<file path="src/hw/sparkle_rom.hex">
// sparkle sprite rom. one 20-bit row per line, msb is the leftmost column.
// four animation frames of 20 rows each.
// frame 0
00000
00000
00000
00000
00000
00000
00600
00600
00600
03FC0
03FC0
00600
00600
00600
00000
00000
00000
00000
00000
00000
// frame 1
00000
00000
00000
00600
00600
04620
00600
00600
00600
1FFF8
1FFF8
00600
00600
00600
04620
00600
00600
00000
00000
00000
// frame 2
80601
40602
20604
10608
08610
04620
02640
01680
00F00
FFFFF
FFFFF
00F00
01680
02640
04620
08610
10608
20604
40602
80601
// frame 3
00000
00000
00000
00000
08010
04020
02040
01080
00900
00600
00600
00900
01080
02040
04020
08010
00000
00000
00000
00000
</file>
<file path="src/hw/video_pkg.sv">
package video_pkg;

	// active raster only, no blanking.
	localparam int H_ACTIVE = 80;
	localparam int V_ACTIVE = 60;

	localparam int COL_W = 10;
	localparam int ROW_W = 9;

	// buffer depth and starting credit count.
	localparam int CREDITS = 8;
	localparam int CREDIT_W = $clog2(CREDITS + 1);
	localparam int PTR_W = $clog2(CREDITS);

endpackage

</file>
<file path="src/hw/sprite_pkg.sv">
package sprite_pkg;

	// square window, one rom word per sprite row.
	localparam int SPRITE_SIZE = 20;
	localparam int OFF_W = $clog2(SPRITE_SIZE);

	// animation.
	localparam int ANIM1_FRAMES = 4;
	localparam int ANIM2_FRAMES = 3;
	localparam int ANIM_W = 2;
	localparam int FRAME_HOLD = 2;
	localparam int HOLD_W = $clog2(FRAME_HOLD + 1);

	// four frames of twenty rows.
	localparam int ROM_DEPTH = 80;
	localparam int ROM_AW = 7;

	// ink codes.
	localparam int INK_W = 2;
	localparam logic [INK_W-1:0] INK_NONE = 2'd0;
	localparam logic [INK_W-1:0] INK_S1 = 2'd1;
	localparam logic [INK_W-1:0] INK_S2 = 2'd2;

	// 8-bit colors, white and yellow on black.
	localparam logic [7:0] COLOR_S1 = 8'hFF;
	localparam logic [7:0] COLOR_S2 = 8'hFC;
	localparam logic [7:0] COLOR_BG = 8'h00;

endpackage

</file>
<file path="src/hw/pixel_if.sv">
`timescale 1ns/1ps

// coordinates from the scan generator.
interface scan_if;
	logic valid;
	logic [video_pkg::ROW_W-1:0] row;
	logic [video_pkg::COL_W-1:0] col;
	logic frame_start;

	modport source (output valid, row, col, frame_start);
	modport sink (input valid, row, col, frame_start);
endinterface

// finished pixels into the buffer, credits back to the scan.
interface pixel_credit_if;
	logic valid;
	logic [video_pkg::ROW_W-1:0] row;
	logic [video_pkg::COL_W-1:0] col;
	logic [sprite_pkg::INK_W-1:0] ink;
	logic frame_start;
	logic credit;

	modport source (output valid, row, col, ink, frame_start);
	modport buffer (input valid, row, col, ink, frame_start, output credit);
	modport watch (input credit);
endinterface

// buffer head to the output stage.
interface pixel_drain_if;
	logic valid;
	logic pop;
	logic [video_pkg::ROW_W-1:0] row;
	logic [video_pkg::COL_W-1:0] col;
	logic [sprite_pkg::INK_W-1:0] ink;
	logic frame_start;

	modport buffer (output valid, row, col, ink, frame_start, input pop);
	modport sink (input valid, row, col, ink, frame_start, output pop);
endinterface

</file>
<file path="src/hw/raster_scan.sv">
`timescale 1ns/1ps

module raster_scan (
	input logic clk,
	input logic reset,
	scan_if.source scan,
	pixel_credit_if.watch credit_in
);
	import video_pkg::*;

	logic [CREDIT_W-1:0] credit_cnt;
	logic [ROW_W-1:0] row_cnt;
	logic [COL_W-1:0] col_cnt;
	logic issue;
	logic last_col;
	logic last_row;

	assign issue = (credit_cnt != '0);
	assign last_col = (col_cnt == COL_W'(H_ACTIVE - 1));
	assign last_row = (row_cnt == ROW_W'(V_ACTIVE - 1));

	always_ff @(posedge clk)
	begin
		if (reset)
		begin
			credit_cnt <= CREDIT_W'(CREDITS);
			row_cnt <= '0;
			col_cnt <= '0;
			scan.valid <= 1'b0;
		end
		else
		begin
			scan.valid <= issue;
			// one spent per issue, one back per pop.
			case ({issue, credit_in.credit})
				2'b10: credit_cnt <= credit_cnt - 1'b1;
				2'b01: credit_cnt <= credit_cnt + 1'b1;
				default: credit_cnt <= credit_cnt;
			endcase
			if (issue)
			begin
				col_cnt <= last_col ? '0 : col_cnt + 1'b1;
				if (last_col)
					row_cnt <= last_row ? '0 : row_cnt + 1'b1;
			end
		end
	end

	always_ff @(posedge clk)
	begin
		if (issue)
		begin
			scan.row <= row_cnt;
			scan.col <= col_cnt;
			scan.frame_start <= (row_cnt == '0) && (col_cnt == '0);
		end
	end

endmodule

</file>
<file path="src/hw/sparkle_rom.sv">
`timescale 1ns/1ps

module sparkle_rom (
	input logic clk,
	input logic [sprite_pkg::ROM_AW-1:0] addr,
	output logic [sprite_pkg::SPRITE_SIZE-1:0] data
);
	import sprite_pkg::*;

	logic [SPRITE_SIZE-1:0] mem [ROM_DEPTH];

	initial
	begin
		$readmemh("/design/src/hw/sparkle_rom.hex", mem);
	end

	always_ff @(posedge clk)
	begin
		data <= mem[addr];
	end

endmodule

</file>
<file path="src/hw/sparkle_anim.sv">
`timescale 1ns/1ps

module sparkle_anim (
	input logic clk,
	input logic reset,
	input logic [video_pkg::ROW_W-1:0] sprite1_row,
	input logic [video_pkg::ROW_W-1:0] sprite2_row,
	input logic [video_pkg::COL_W-1:0] sprite1_col,
	input logic [video_pkg::COL_W-1:0] sprite2_col,
	scan_if.sink scan,
	pixel_credit_if.source pix
);
	import video_pkg::*;
	import sprite_pkg::*;

	logic [ROW_W-1:0] pos1_row_q;
	logic [ROW_W-1:0] pos2_row_q;
	logic [COL_W-1:0] pos1_col_q;
	logic [COL_W-1:0] pos2_col_q;
	logic frame_seen;
	logic [HOLD_W-1:0] hold_cnt;
	logic [HOLD_W-1:0] hold_nxt;
	logic [ANIM_W-1:0] anim1_q;
	logic [ANIM_W-1:0] anim2_q;
	logic [ANIM_W-1:0] anim1_nxt;
	logic [ANIM_W-1:0] anim2_nxt;
	logic fs_now;
	logic [ROW_W-1:0] pos1_row;
	logic [ROW_W-1:0] pos2_row;
	logic [COL_W-1:0] pos1_col;
	logic [COL_W-1:0] pos2_col;
	logic [ANIM_W-1:0] anim1;
	logic [ANIM_W-1:0] anim2;
	logic [ROW_W-1:0] r1_off;
	logic [ROW_W-1:0] r2_off;
	logic [COL_W-1:0] c1_off;
	logic [COL_W-1:0] c2_off;
	logic in1;
	logic in2;
	logic [INK_W-1:0] hit_d;
	logic [ROM_AW-1:0] addr_d;
	logic [OFF_W-1:0] coff_d;
	logic st1_valid;
	logic [ROW_W-1:0] st1_row;
	logic [COL_W-1:0] st1_col;
	logic st1_fs;
	logic [INK_W-1:0] st1_hit;
	logic [ROM_AW-1:0] st1_addr;
	logic [OFF_W-1:0] st1_coff;
	logic st2_valid;
	logic [ROW_W-1:0] st2_row;
	logic [COL_W-1:0] st2_col;
	logic st2_fs;
	logic [INK_W-1:0] st2_hit;
	logic [OFF_W-1:0] st2_coff;
	logic [SPRITE_SIZE-1:0] rom_data;

	// ~~~~~~~~~~~~~~~~~~~~~~~~~~~~~~~~~~~~~~~~~~~~~~~~~~~~~~~~~~~~
	// per-frame state
	// ~~~~~~~~~~~~~~~~~~~~~~~~~~~~~~~~~~~~~~~~~~~~~~~~~~~~~~~~~~~~

	assign fs_now = scan.valid & scan.frame_start;

	// first frame_start is frame 0, no advance.
	always_comb
	begin
		hold_nxt = hold_cnt;
		anim1_nxt = anim1_q;
		anim2_nxt = anim2_q;
		if (frame_seen)
		begin
			if (hold_cnt == HOLD_W'(FRAME_HOLD - 1))
			begin
				hold_nxt = '0;
				anim1_nxt = (anim1_q == ANIM_W'(ANIM1_FRAMES - 1)) ? '0 : anim1_q + 1'b1;
				anim2_nxt = (anim2_q == ANIM_W'(ANIM2_FRAMES - 1)) ? '0 : anim2_q + 1'b1;
			end
			else
				hold_nxt = hold_cnt + 1'b1;
		end
	end

	always_ff @(posedge clk)
	begin
		if (reset)
		begin
			frame_seen <= 1'b0;
			hold_cnt <= '0;
			anim1_q <= '0;
			anim2_q <= '0;
		end
		else if (fs_now)
		begin
			frame_seen <= 1'b1;
			hold_cnt <= hold_nxt;
			anim1_q <= anim1_nxt;
			anim2_q <= anim2_nxt;
		end
	end

	always_ff @(posedge clk)
	begin
		if (fs_now)
		begin
			pos1_row_q <= sprite1_row;
			pos1_col_q <= sprite1_col;
			pos2_row_q <= sprite2_row;
			pos2_col_q <= sprite2_col;
		end
	end

	// the frame_start pixel already sees the new frame.
	assign pos1_row = fs_now ? sprite1_row : pos1_row_q;
	assign pos1_col = fs_now ? sprite1_col : pos1_col_q;
	assign pos2_row = fs_now ? sprite2_row : pos2_row_q;
	assign pos2_col = fs_now ? sprite2_col : pos2_col_q;
	assign anim1 = fs_now ? anim1_nxt : anim1_q;
	assign anim2 = fs_now ? anim2_nxt : anim2_q;

	// ~~~~~~~~~~~~~~~~~~~~~~~~~~~~~~~~~~~~~~~~~~~~~~~~~~~~~~~~~~~~
	// stage 1, window test and rom address
	// ~~~~~~~~~~~~~~~~~~~~~~~~~~~~~~~~~~~~~~~~~~~~~~~~~~~~~~~~~~~~

	assign r1_off = scan.row - pos1_row;
	assign c1_off = scan.col - pos1_col;
	assign r2_off = scan.row - pos2_row;
	assign c2_off = scan.col - pos2_col;

	assign in1 = (scan.row >= pos1_row) && (r1_off < ROW_W'(SPRITE_SIZE))
		&& (scan.col >= pos1_col) && (c1_off < COL_W'(SPRITE_SIZE));
	assign in2 = (scan.row >= pos2_row) && (r2_off < ROW_W'(SPRITE_SIZE))
		&& (scan.col >= pos2_col) && (c2_off < COL_W'(SPRITE_SIZE));

	// sprite 1 on top.
	always_comb
	begin
		hit_d = INK_NONE;
		addr_d = '0;
		coff_d = '0;
		if (in1)
		begin
			hit_d = INK_S1;
			addr_d = ROM_AW'(anim1) * ROM_AW'(SPRITE_SIZE) + ROM_AW'(r1_off);
			coff_d = OFF_W'(c1_off);
		end
		else if (in2)
		begin
			hit_d = INK_S2;
			addr_d = ROM_AW'(anim2) * ROM_AW'(SPRITE_SIZE) + ROM_AW'(r2_off);
			coff_d = OFF_W'(c2_off);
		end
	end

	always_ff @(posedge clk)
	begin
		if (reset)
		begin
			st1_valid <= 1'b0;
			st2_valid <= 1'b0;
		end
		else
		begin
			st1_valid <= scan.valid;
			st2_valid <= st1_valid;
		end
	end

	always_ff @(posedge clk)
	begin
		st1_row <= scan.row;
		st1_col <= scan.col;
		st1_fs <= scan.frame_start;
		st1_hit <= hit_d;
		st1_addr <= addr_d;
		st1_coff <= coff_d;
		st2_row <= st1_row;
		st2_col <= st1_col;
		st2_fs <= st1_fs;
		st2_hit <= st1_hit;
		st2_coff <= st1_coff;
	end

	sparkle_rom u_rom (
		.clk (clk),
		.addr (st1_addr),
		.data (rom_data)
	);

	// ~~~~~~~~~~~~~~~~~~~~~~~~~~~~~~~~~~~~~~~~~~~~~~~~~~~~~~~~~~~~
	// stage 2, bit select
	// ~~~~~~~~~~~~~~~~~~~~~~~~~~~~~~~~~~~~~~~~~~~~~~~~~~~~~~~~~~~~

	// msb is the leftmost column.
	assign pix.ink = ((st2_hit != INK_NONE) && rom_data[OFF_W'(SPRITE_SIZE - 1) - st2_coff])
		? st2_hit : INK_NONE;
	assign pix.valid = st2_valid;
	assign pix.row = st2_row;
	assign pix.col = st2_col;
	assign pix.frame_start = st2_fs;

endmodule

</file>
<file path="src/hw/pixel_fifo.sv">
`timescale 1ns/1ps

module pixel_fifo (
	input logic clk,
	input logic reset,
	pixel_credit_if.buffer wr,
	pixel_drain_if.buffer rd
);
	import video_pkg::*;
	import sprite_pkg::*;

	logic [ROW_W-1:0] mem_row [CREDITS];
	logic [COL_W-1:0] mem_col [CREDITS];
	logic [INK_W-1:0] mem_ink [CREDITS];
	logic mem_fs [CREDITS];
	logic [PTR_W-1:0] wr_ptr;
	logic [PTR_W-1:0] rd_ptr;
	logic [CREDIT_W-1:0] count;
	logic do_push;
	logic do_pop;

	// space is guaranteed by the credit loop.
	assign do_push = wr.valid;
	assign do_pop = rd.pop & rd.valid;

	always_ff @(posedge clk)
	begin
		if (reset)
		begin
			wr_ptr <= '0;
			rd_ptr <= '0;
			count <= '0;
			wr.credit <= 1'b0;
		end
		else
		begin
			if (do_push)
				wr_ptr <= wr_ptr + 1'b1;
			if (do_pop)
				rd_ptr <= rd_ptr + 1'b1;
			case ({do_push, do_pop})
				2'b10: count <= count + 1'b1;
				2'b01: count <= count - 1'b1;
				default: count <= count;
			endcase
			wr.credit <= do_pop;
		end
	end

	always_ff @(posedge clk)
	begin
		if (do_push)
		begin
			mem_row[wr_ptr] <= wr.row;
			mem_col[wr_ptr] <= wr.col;
			mem_ink[wr_ptr] <= wr.ink;
			mem_fs[wr_ptr] <= wr.frame_start;
		end
	end

	// head entry.
	assign rd.valid = (count != '0);
	assign rd.row = mem_row[rd_ptr];
	assign rd.col = mem_col[rd_ptr];
	assign rd.ink = mem_ink[rd_ptr];
	assign rd.frame_start = mem_fs[rd_ptr];

endmodule

</file>
<file path="src/hw/pixel_out.sv">
`timescale 1ns/1ps

module pixel_out (
	input logic clk,
	input logic reset,
	pixel_drain_if.sink rd,
	input logic out_ready,
	output logic pixel_valid,
	output logic pixel_frame_start,
	output logic [video_pkg::ROW_W-1:0] pixel_row,
	output logic [video_pkg::COL_W-1:0] pixel_col,
	output logic [7:0] pixel_color
);
	import sprite_pkg::*;

	logic load;
	logic [7:0] ink_color;

	// refill when empty or being taken.
	assign load = rd.valid & (~pixel_valid | out_ready);
	assign rd.pop = load;

	always_comb
	begin
		case (rd.ink)
			INK_S1: ink_color = COLOR_S1;
			INK_S2: ink_color = COLOR_S2;
			default: ink_color = COLOR_BG;
		endcase
	end

	always_ff @(posedge clk)
	begin
		if (reset)
			pixel_valid <= 1'b0;
		else if (load)
			pixel_valid <= 1'b1;
		else if (out_ready)
			pixel_valid <= 1'b0;
	end

	always_ff @(posedge clk)
	begin
		if (load)
		begin
			pixel_row <= rd.row;
			pixel_col <= rd.col;
			pixel_color <= ink_color;
			pixel_frame_start <= rd.frame_start;
		end
	end

endmodule

</file>
<file path="src/hw/sparkle_top.sv">
`timescale 1ns/1ps

module sparkle_top (
	input logic clk,
	input logic reset,
	input logic [video_pkg::ROW_W-1:0] sprite1_row,
	input logic [video_pkg::COL_W-1:0] sprite1_col,
	input logic [video_pkg::ROW_W-1:0] sprite2_row,
	input logic [video_pkg::COL_W-1:0] sprite2_col,
	input logic out_ready,
	output logic pixel_valid,
	output logic [video_pkg::ROW_W-1:0] pixel_row,
	output logic [video_pkg::COL_W-1:0] pixel_col,
	output logic [7:0] pixel_color,
	output logic pixel_frame_start
);

	scan_if scan ();
	pixel_credit_if pix ();
	pixel_drain_if drain ();

	// scan -> anim -> buffer -> output register.
	raster_scan u_scan (
		.clk (clk),
		.reset (reset),
		.scan (scan),
		.credit_in (pix)
	);

	sparkle_anim u_anim (
		.clk (clk),
		.reset (reset),
		.sprite1_row (sprite1_row),
		.sprite2_row (sprite2_row),
		.sprite1_col (sprite1_col),
		.sprite2_col (sprite2_col),
		.scan (scan),
		.pix (pix)
	);

	pixel_fifo u_fifo (
		.clk (clk),
		.reset (reset),
		.wr (pix),
		.rd (drain)
	);

	pixel_out u_out (
		.clk (clk),
		.reset (reset),
		.rd (drain),
		.out_ready (out_ready),
		.pixel_valid (pixel_valid),
		.pixel_frame_start (pixel_frame_start),
		.pixel_row (pixel_row),
		.pixel_col (pixel_col),
		.pixel_color (pixel_color)
	);

endmodule

</file>
<file path="config.mk">
export PLATFORM = sky130hd
export DESIGN_NAME = sparkle_top
export DESIGN_NICKNAME = d
export VERILOG_FILES = /design/src/hw/video_pkg.sv /design/src/hw/sprite_pkg.sv /design/src/hw/pixel_if.sv /design/src/hw/raster_scan.sv /design/src/hw/sparkle_rom.sv /design/src/hw/sparkle_anim.sv /design/src/hw/pixel_fifo.sv /design/src/hw/pixel_out.sv /design/src/hw/sparkle_top.sv
export SDC_FILE = /design/constraint.sdc
export NUM_CORES = 1
export LEC_CHECK = 0
export BUFFER_PORTS_ARGS = -buffer_cell sky130_fd_sc_hd__buf_4
export CAP_MARGIN = 20
export CORE_UTILIZATION = 38
export CTS_BUF_LIST = sky130_fd_sc_hd__clkbuf_16
export DETAILED_ROUTE_END_ITERATION = 16
export GPL_TIMING_DRIVEN = 0
export SYNTH_ARGS = -nofsm -noshare
export SYNTH_HDL_FRONTEND = slang
export SYNTH_HIERARCHICAL = 1
export SYNTH_SLANG_ARGS = --single-unit
export TNS_END_PERCENT = 30
</file>
<file path="constraint.sdc">
create_clock -name clk -period 11.05 [get_ports clk]
set_clock_uncertainty 0.15 [all_clocks]
set_input_delay 0.5525 -clock clk [delete_from_list [all_inputs] [get_ports clk]]
set_output_delay 0.5525 -clock clk [all_outputs]
set_load 0.02 [all_outputs]
</file>
After elaboration in Yosys (flattened, before gate mapping)
Memory sizes are Yosys's and may differ from the RTL's. A register that Yosys moved wholly into a read port is not among the register bits.
Index checks and enable logic that the tools add are counted.
Widths: inputs -> output; s select.
{ "word_totals": {"ff_bits": 178, "ram_bits": 176, "input_bits": 41, "output_inout_bits": 29, "wordCells": 107, "n_memories": 4} }
{ "memory_table": {"columns": ["memory", "words", "width", "rd", "rd_clocked_by_memory_dff", "wr", "line", "source"], "rows": [
  ["u_fifo.mem_col", 8, 10, 1, 1, 1, "pixel_fifo.sv:13", "logic [COL_W-1:0] mem_col [CREDITS];"],
  ["u_fifo.mem_row", 8, 9, 1, 1, 1, "pixel_fifo.sv:12", "logic [ROW_W-1:0] mem_row [CREDITS];"],
  ["u_fifo.mem_ink", 8, 2, 1, 1, 1, "pixel_fifo.sv:14", "logic [INK_W-1:0] mem_ink [CREDITS];"],
  ["u_fifo.mem_fs", 8, 1, 1, 1, 1, "pixel_fifo.sv:15", "logic mem_fs [CREDITS];"]
]} }
{ "classes": {"add_sub_neg": 13, "n_lt_le_gt_ge": 9, "eq_ne": 8, "n_mux": 21, "bitwise_logic": 5, "n_reduce_logical": 17} }
{ "ops": {"columns": ["cell", "n"], "rows": [
  ["$mux 10", 3],
  ["$mux 9", 3],
  ["$ge 10x10->1", 2],
  ["$lt 10x5->1 const B", 2],
  ["$sub 10x10->10", 2],
  ["$ge 9x9->1", 2],
  ["$lt 9x5->1 const B", 2],
  ["$sub 9x9->9", 2],
  ["$pmux 4 s2", 2],
  ["$pmux 8 s2", 1],
  ["$add 10x1->10 const B", 1],
  ["$eq 10x7->1 const B", 1],
  ["$logic_not 10->1", 1],
  ["$mux 5", 2],
  ["$add 9x1->9 const B", 1],
  ["$eq 9x6->1 const B", 1],
  ["$logic_not 9->1", 1],
  ["$add 4x1->4 const B", 2],
  ["$logic_and 1x1->1", 8],
  ["$reduce_bool 2->1", 4],
  ["$reduce_bool 4->1", 2],
  ["$sub 4x1->4 const B", 2],
  ["$add 3x1->3 const B", 2],
  ["$eq 2x1->1 const B", 3],
  ["11 further kinds", 21]
]} }

Longest topological paths before layout
{ "logic_depth": {"ltp_word": 9, "depth_mapped": 16, "mapped_depth_nobuf": 13} }

By module
Netlist, hierarchy kept.
{ "by_module_without_submodules": {"columns": ["module", "instances", "cells_each", "area_each_um2", "seq_area_each_um2"], "rows": [
  ["pixel_fifo", 1, 326, 7410.9, 5565.3],
  ["sparkle_anim", 1, 586, 5676.7, 2162.1],
  ["raster_scan", 1, 169, 1920.6, 1081.0],
  ["pixel_out", 1, 36, 780.7, 680.7],
  ["sparkle_rom", 1, 21, 153.9, 0.0]
]} }

Worst setup path after synthesis
No wires, ideal clock.
{ "synth_timing": {"kind": "reg2reg", "from": "register u_scan.scan.frame_start", "to": "register u_anim.st1_coff[2]", "setup_ns": 0.130, "arrival_ns": 3.657, "t_required_ns": 10.770, "setup_slack_ns": 7.113, "stages_incl_launch_ff": 15, "path_buffers": 3, "period_less_slack_ns": 3.937, "path_cell_list": "edfxtp_1 -> buf_4 -> nand2_2 -> buf_1 -> mux2i_1 -> inv_1 -> fa_1 -> nand2b_1 -> a211oi_1 -> mux2i_1 -> a211o_1 -> a311o_1 -> o2111ai_4 -> buf_6 -> o41ai_2"} }
{ "synth_via": {"word_cells_on_any_way": 25, "classes_between": "add/sub: 4; order compare: 8; mux: 6; bitwise: 1; reduce/logical: 6"} }
{ "synth_lines": {"columns": ["element", "line", "source"], "rows": [
  ["from (decl)", "pixel_if.sv:10", "modport source (output valid, row, col, frame_start);"],
  ["from (signal assigned)", "raster_scan.sv:55", "scan.frame_start <= (row_cnt == '0) && (col_cnt == '0);"],
  ["$and 1x1->1 (*)", "sparkle_anim.sv:62", "assign fs_now = scan.valid & scan.frame_start;"],
  ["$mux 10 (*)", "sparkle_anim.sv:114", "assign pos1_col = fs_now ? sprite1_col : pos1_col_q;"],
  ["via u_anim.pos1_col[1]", "sparkle_anim.sv:30", "logic [COL_W-1:0] pos1_col;"],
  ["$sub 10x10->10 or $ge 10x10->1 (tied branches)", "sparkle_anim.sv:125, sparkle_anim.sv:130", null],
  ["$lt 10x5->1 or $logic_and 1x1->1 (tied branches)", "sparkle_anim.sv:130", "&& (scan.col >= pos1_col) && (c1_off < COL_W'(SPRITE_SIZE));"],
  ["$logic_and 1x1->1", "sparkle_anim.sv:130", null],
  ["$mux 5 (*)", "sparkle_anim.sv:140", "if (in1)"],
  ["via u_anim.coff_d[2]", "sparkle_anim.sv:42", "logic [OFF_W-1:0] coff_d;"],
  ["to (signal assigned)", "sparkle_anim.sv:175", "st1_coff <= coff_d;"],
  ["to (decl)", "sparkle_anim.sv:49", "logic [OFF_W-1:0] st1_coff;"]
]} }
The timed path passes the listed nets; every way through them passes the cells marked *.
A chain may end at the register's enable or synchronous reset.

Worst setup path after layout
{ "layout_timing": {"from": "register u_scan.scan.frame_start", "to": "register u_anim.st1_coff[2]"} }
{ "layout_via": {"elab_chain_len": 9, "word_cells_on_any_way": 25, "classes_between": "add/sub: 4; order compare: 8; mux: 6; bitwise: 1; reduce/logical: 6"} }
{ "layout_rtl": {"columns": ["element", "line", "source"], "rows": [
  ["$and 1x1->1 (*)", "sparkle_anim.sv:62", null],
  ["$mux 9", "sparkle_anim.sv:115", "assign pos2_row = fs_now ? sprite2_row : pos2_row_q;"],
  ["$sub 9x9->9", "sparkle_anim.sv:126", "assign r2_off = scan.row - pos2_row;"],
  ["$lt 9x5->1", "sparkle_anim.sv:131", "assign in2 = (scan.row >= pos2_row) && (r2_off < ROW_W'(SPRITE_SIZE))"],
  ["$logic_and 1x1->1", "sparkle_anim.sv:131", null],
  ["$logic_and 1x1->1 (2 in series)", "sparkle_anim.sv:132", "&& (scan.col >= pos2_col) && (c2_off < COL_W'(SPRITE_SIZE));"],
  ["$mux 5", "sparkle_anim.sv:146", "else if (in2)"],
  ["$mux 5 (*)", "sparkle_anim.sv:140", null],
  ["via u_anim.coff_d[2]", "sparkle_anim.sv:42", null]
]} }
Marked as above.

==> impl_metrics.tcl <==
set metrics [dict create \
    grt_usage_pct 15.3 \
    fp.dieArea_sq_mm 0.0405 \
    syn_area_sq_mm 0.0151 \
    postCtsSetupBuffers 0 \
    power_density_mw_per_mm2 242 \
    fp-row-count 72 \
    regToRegSetupSlack_ns 6.38 \
    endpoint_kind "register" \
    grt.overflow.total 0 \
    cts_root_buf "clkbuf_16" \
    clk_path_buf_depth 3 \
    clkTransAtPathRegs_ns 0.06 \
    ir_worst_vdd_mv 0.143 \
    slowest_stage "buf_1" \
    relSlewSlack_pct 25.4 \
    maxSlewViolCount 0 \
    grt_max_degree 25 \
    crit_chain "buf_4 > nand2_2 > buf_1 > mux2i_1 > ha_1 > o21a_1 > or3_1 > a2111oi_0 > nand4_1 > nand4bb_1 > o2111ai_4 > buf_6 > o41ai_2" \
    maxCapViolations 0 \
    critPathMaxStageDelay_ns 0.64 \
    crit_path_start_kind "register" \
    period_share_pct 42.3 \
    die_y_microns 201 \
    synthCells 1052 \
    cp_max_fo 10 \
    gp_congestion 0.838 \
    outcome "finished, final reports clean" \
    fin_crit_ns 4.67 \
    cp_data_required_time_ns 11.29 \
    fillers 3493 \
    ant_nets 0 \
    fin_nets 1279 \
    drive_gt1_share_pct 20.0 \
    drt_pre_antenna_iters 5 \
    rsz0062_at_grt "no" \
    drtIter0Drc 561 \
    syn2layout_area_growth_pct 17.5 \
    fmax_ghz 0.214 \
    wl_mm 30.8 \
    worstSkewPairLatency_ns 0.54 \
    final_core_utilization_pct 45.5 \
    power.leakage_uw 0.00677 \
    grt_pass1_wl_mm 47.9 \
    grt_pass1_vias 8614 \
    setup_tns_ns 0 \
    insertedDiodeCount 0 \
    hold_violations 0 \
    ioPinCount 70 \
    drcViolationCount 0 \
    viasPerCell 5.01 \
    crit_type "reg -> reg" \
    wire_per_inst_microns 17.8 \
    core_sq_mm 0.0389 \
    htree_num_levels 2 \
    antenna_found_initial 0 \
    start_util_pct 38.8 \
    hpwl_mm 20.9 \
    worstMarginPinSlew_ns 1.12 \
    syn_avg_cell_area_sq_um 14.3 \
    cp.arrival_ns 4.91 \
    yosys_warnings 6 \
    cts.sinks 351 \
    vias 8690 \
    ctsHoldBuffers 0 \
    cts_buffers 39 \
    cts_tree "done" \
    hold_path.class "in -> reg" \
    post_cts_resized 0 \
    setup_viol 0 \
    die_w_microns 201 \
    numPortBuffers 69 \
]
-- through the flow --
stage	total power, uW	instances	setup slack (ns)	hold slack [ns]	cell area, sq um
final	4300	1734	6.38	0.0990	17700
after global placement	3010	1658	6.40	0.161	16300
after CTS	4340	1734	6.34	0.0785	17700
after detailed placement	3040	1662	6.38	0.162	16400
after floorplan	2690	1071	7.21	0.160	15200
after global routing	4560	1734	6.12	0.0906	17700
-- routing by layer --
metal  routed length [microns]  track usage [%]  part of all wire (%)
met5                         0                0                     0
met4                       540             4.30                   1.8
met3                      1380             2.53                   4.5
met2                     14800             25.7                    48
met1                     14100             20.3                    46
-- cell usage in the layout (no fill, tap or decap), types with 8 or more instances in the layout --
master and count:
ha_1 49, o21ai_0 13, mux2_2 23, nor3_1 22
mux2i_1 37, clkinv_1 8, edfxtp_1 218, nor2_1 45
nand2_1 49, clkbuf_16 40, a31oi_1 8, xnor2_1 20
dfxtp_1 133, mux4_2 11, clkbuf_1 10, conb_1 20
nand4_1 11, mux4_1 38, a21oi_1 35, inv_1 76
nand3_1 14, buf_4 100, and3_1 9, xor2_1 14
or3_1 8, nor2b_1 9, nand2b_1 14, buf_6 10
-- worst max-delay path: cells and delay by family, from the launching register on --
kind	cells	cell delay, ns
AOI/OAI and AO/OA	4	1.01
adders and majority gates	1	0.35
buffers and inverters	3	1.01
DFF	1	0.47
muxes	1	0.45
and+or+nand+nor	4	1.09
-- registers in the layout, summed over array words and instances, names as in the netlist, 10 cells and up, named ones only --
signal	count
u_scan/col_cnt	10
u_scan/scan.col	10
u_fifo/mem_col	80
u_anim/pos2_col_q	10
u_anim/pix.col	10
u_fifo/mem_ink	16
u_anim/st1_col	10
u_fifo/mem_row	72
u_anim/pos1_col_q	10
u_out/pixel_col	10
-- power by group --
group          total (uW)  internal, uW  switching, uW
clock network        1280           759            519
registers            1770          1630            139
logic                1250           524            728
-- worst paths after layout --
path,startpoint,end,depth (start not counted)
worst min register to register,u_anim/st1_col[4],u_anim/pix.col[4],0
worst min-delay path,sprite2_row[0],u_anim/pos2_row_q[0],3
worst max-delay path,u_scan/scan.frame_start,u_anim/st1_coff[2],13
worst max register to register,u_scan/scan.frame_start,u_anim/st1_coff[2],13
-- area by class of cell --
type,count,area [sq um],area share [%]
flip-flops and latches,351,9210,52.0
multi-input cells,590,5330,30.1
clock buffers,40,1000,5.65
well taps,518,648,3.66
repair buffers,73,563,3.18
plain buffers,59,399,2.25
clock inverters,32,299,1.69
inverters,71,267,1.50
Note: power is estimated with default switching activity, not from simulation.
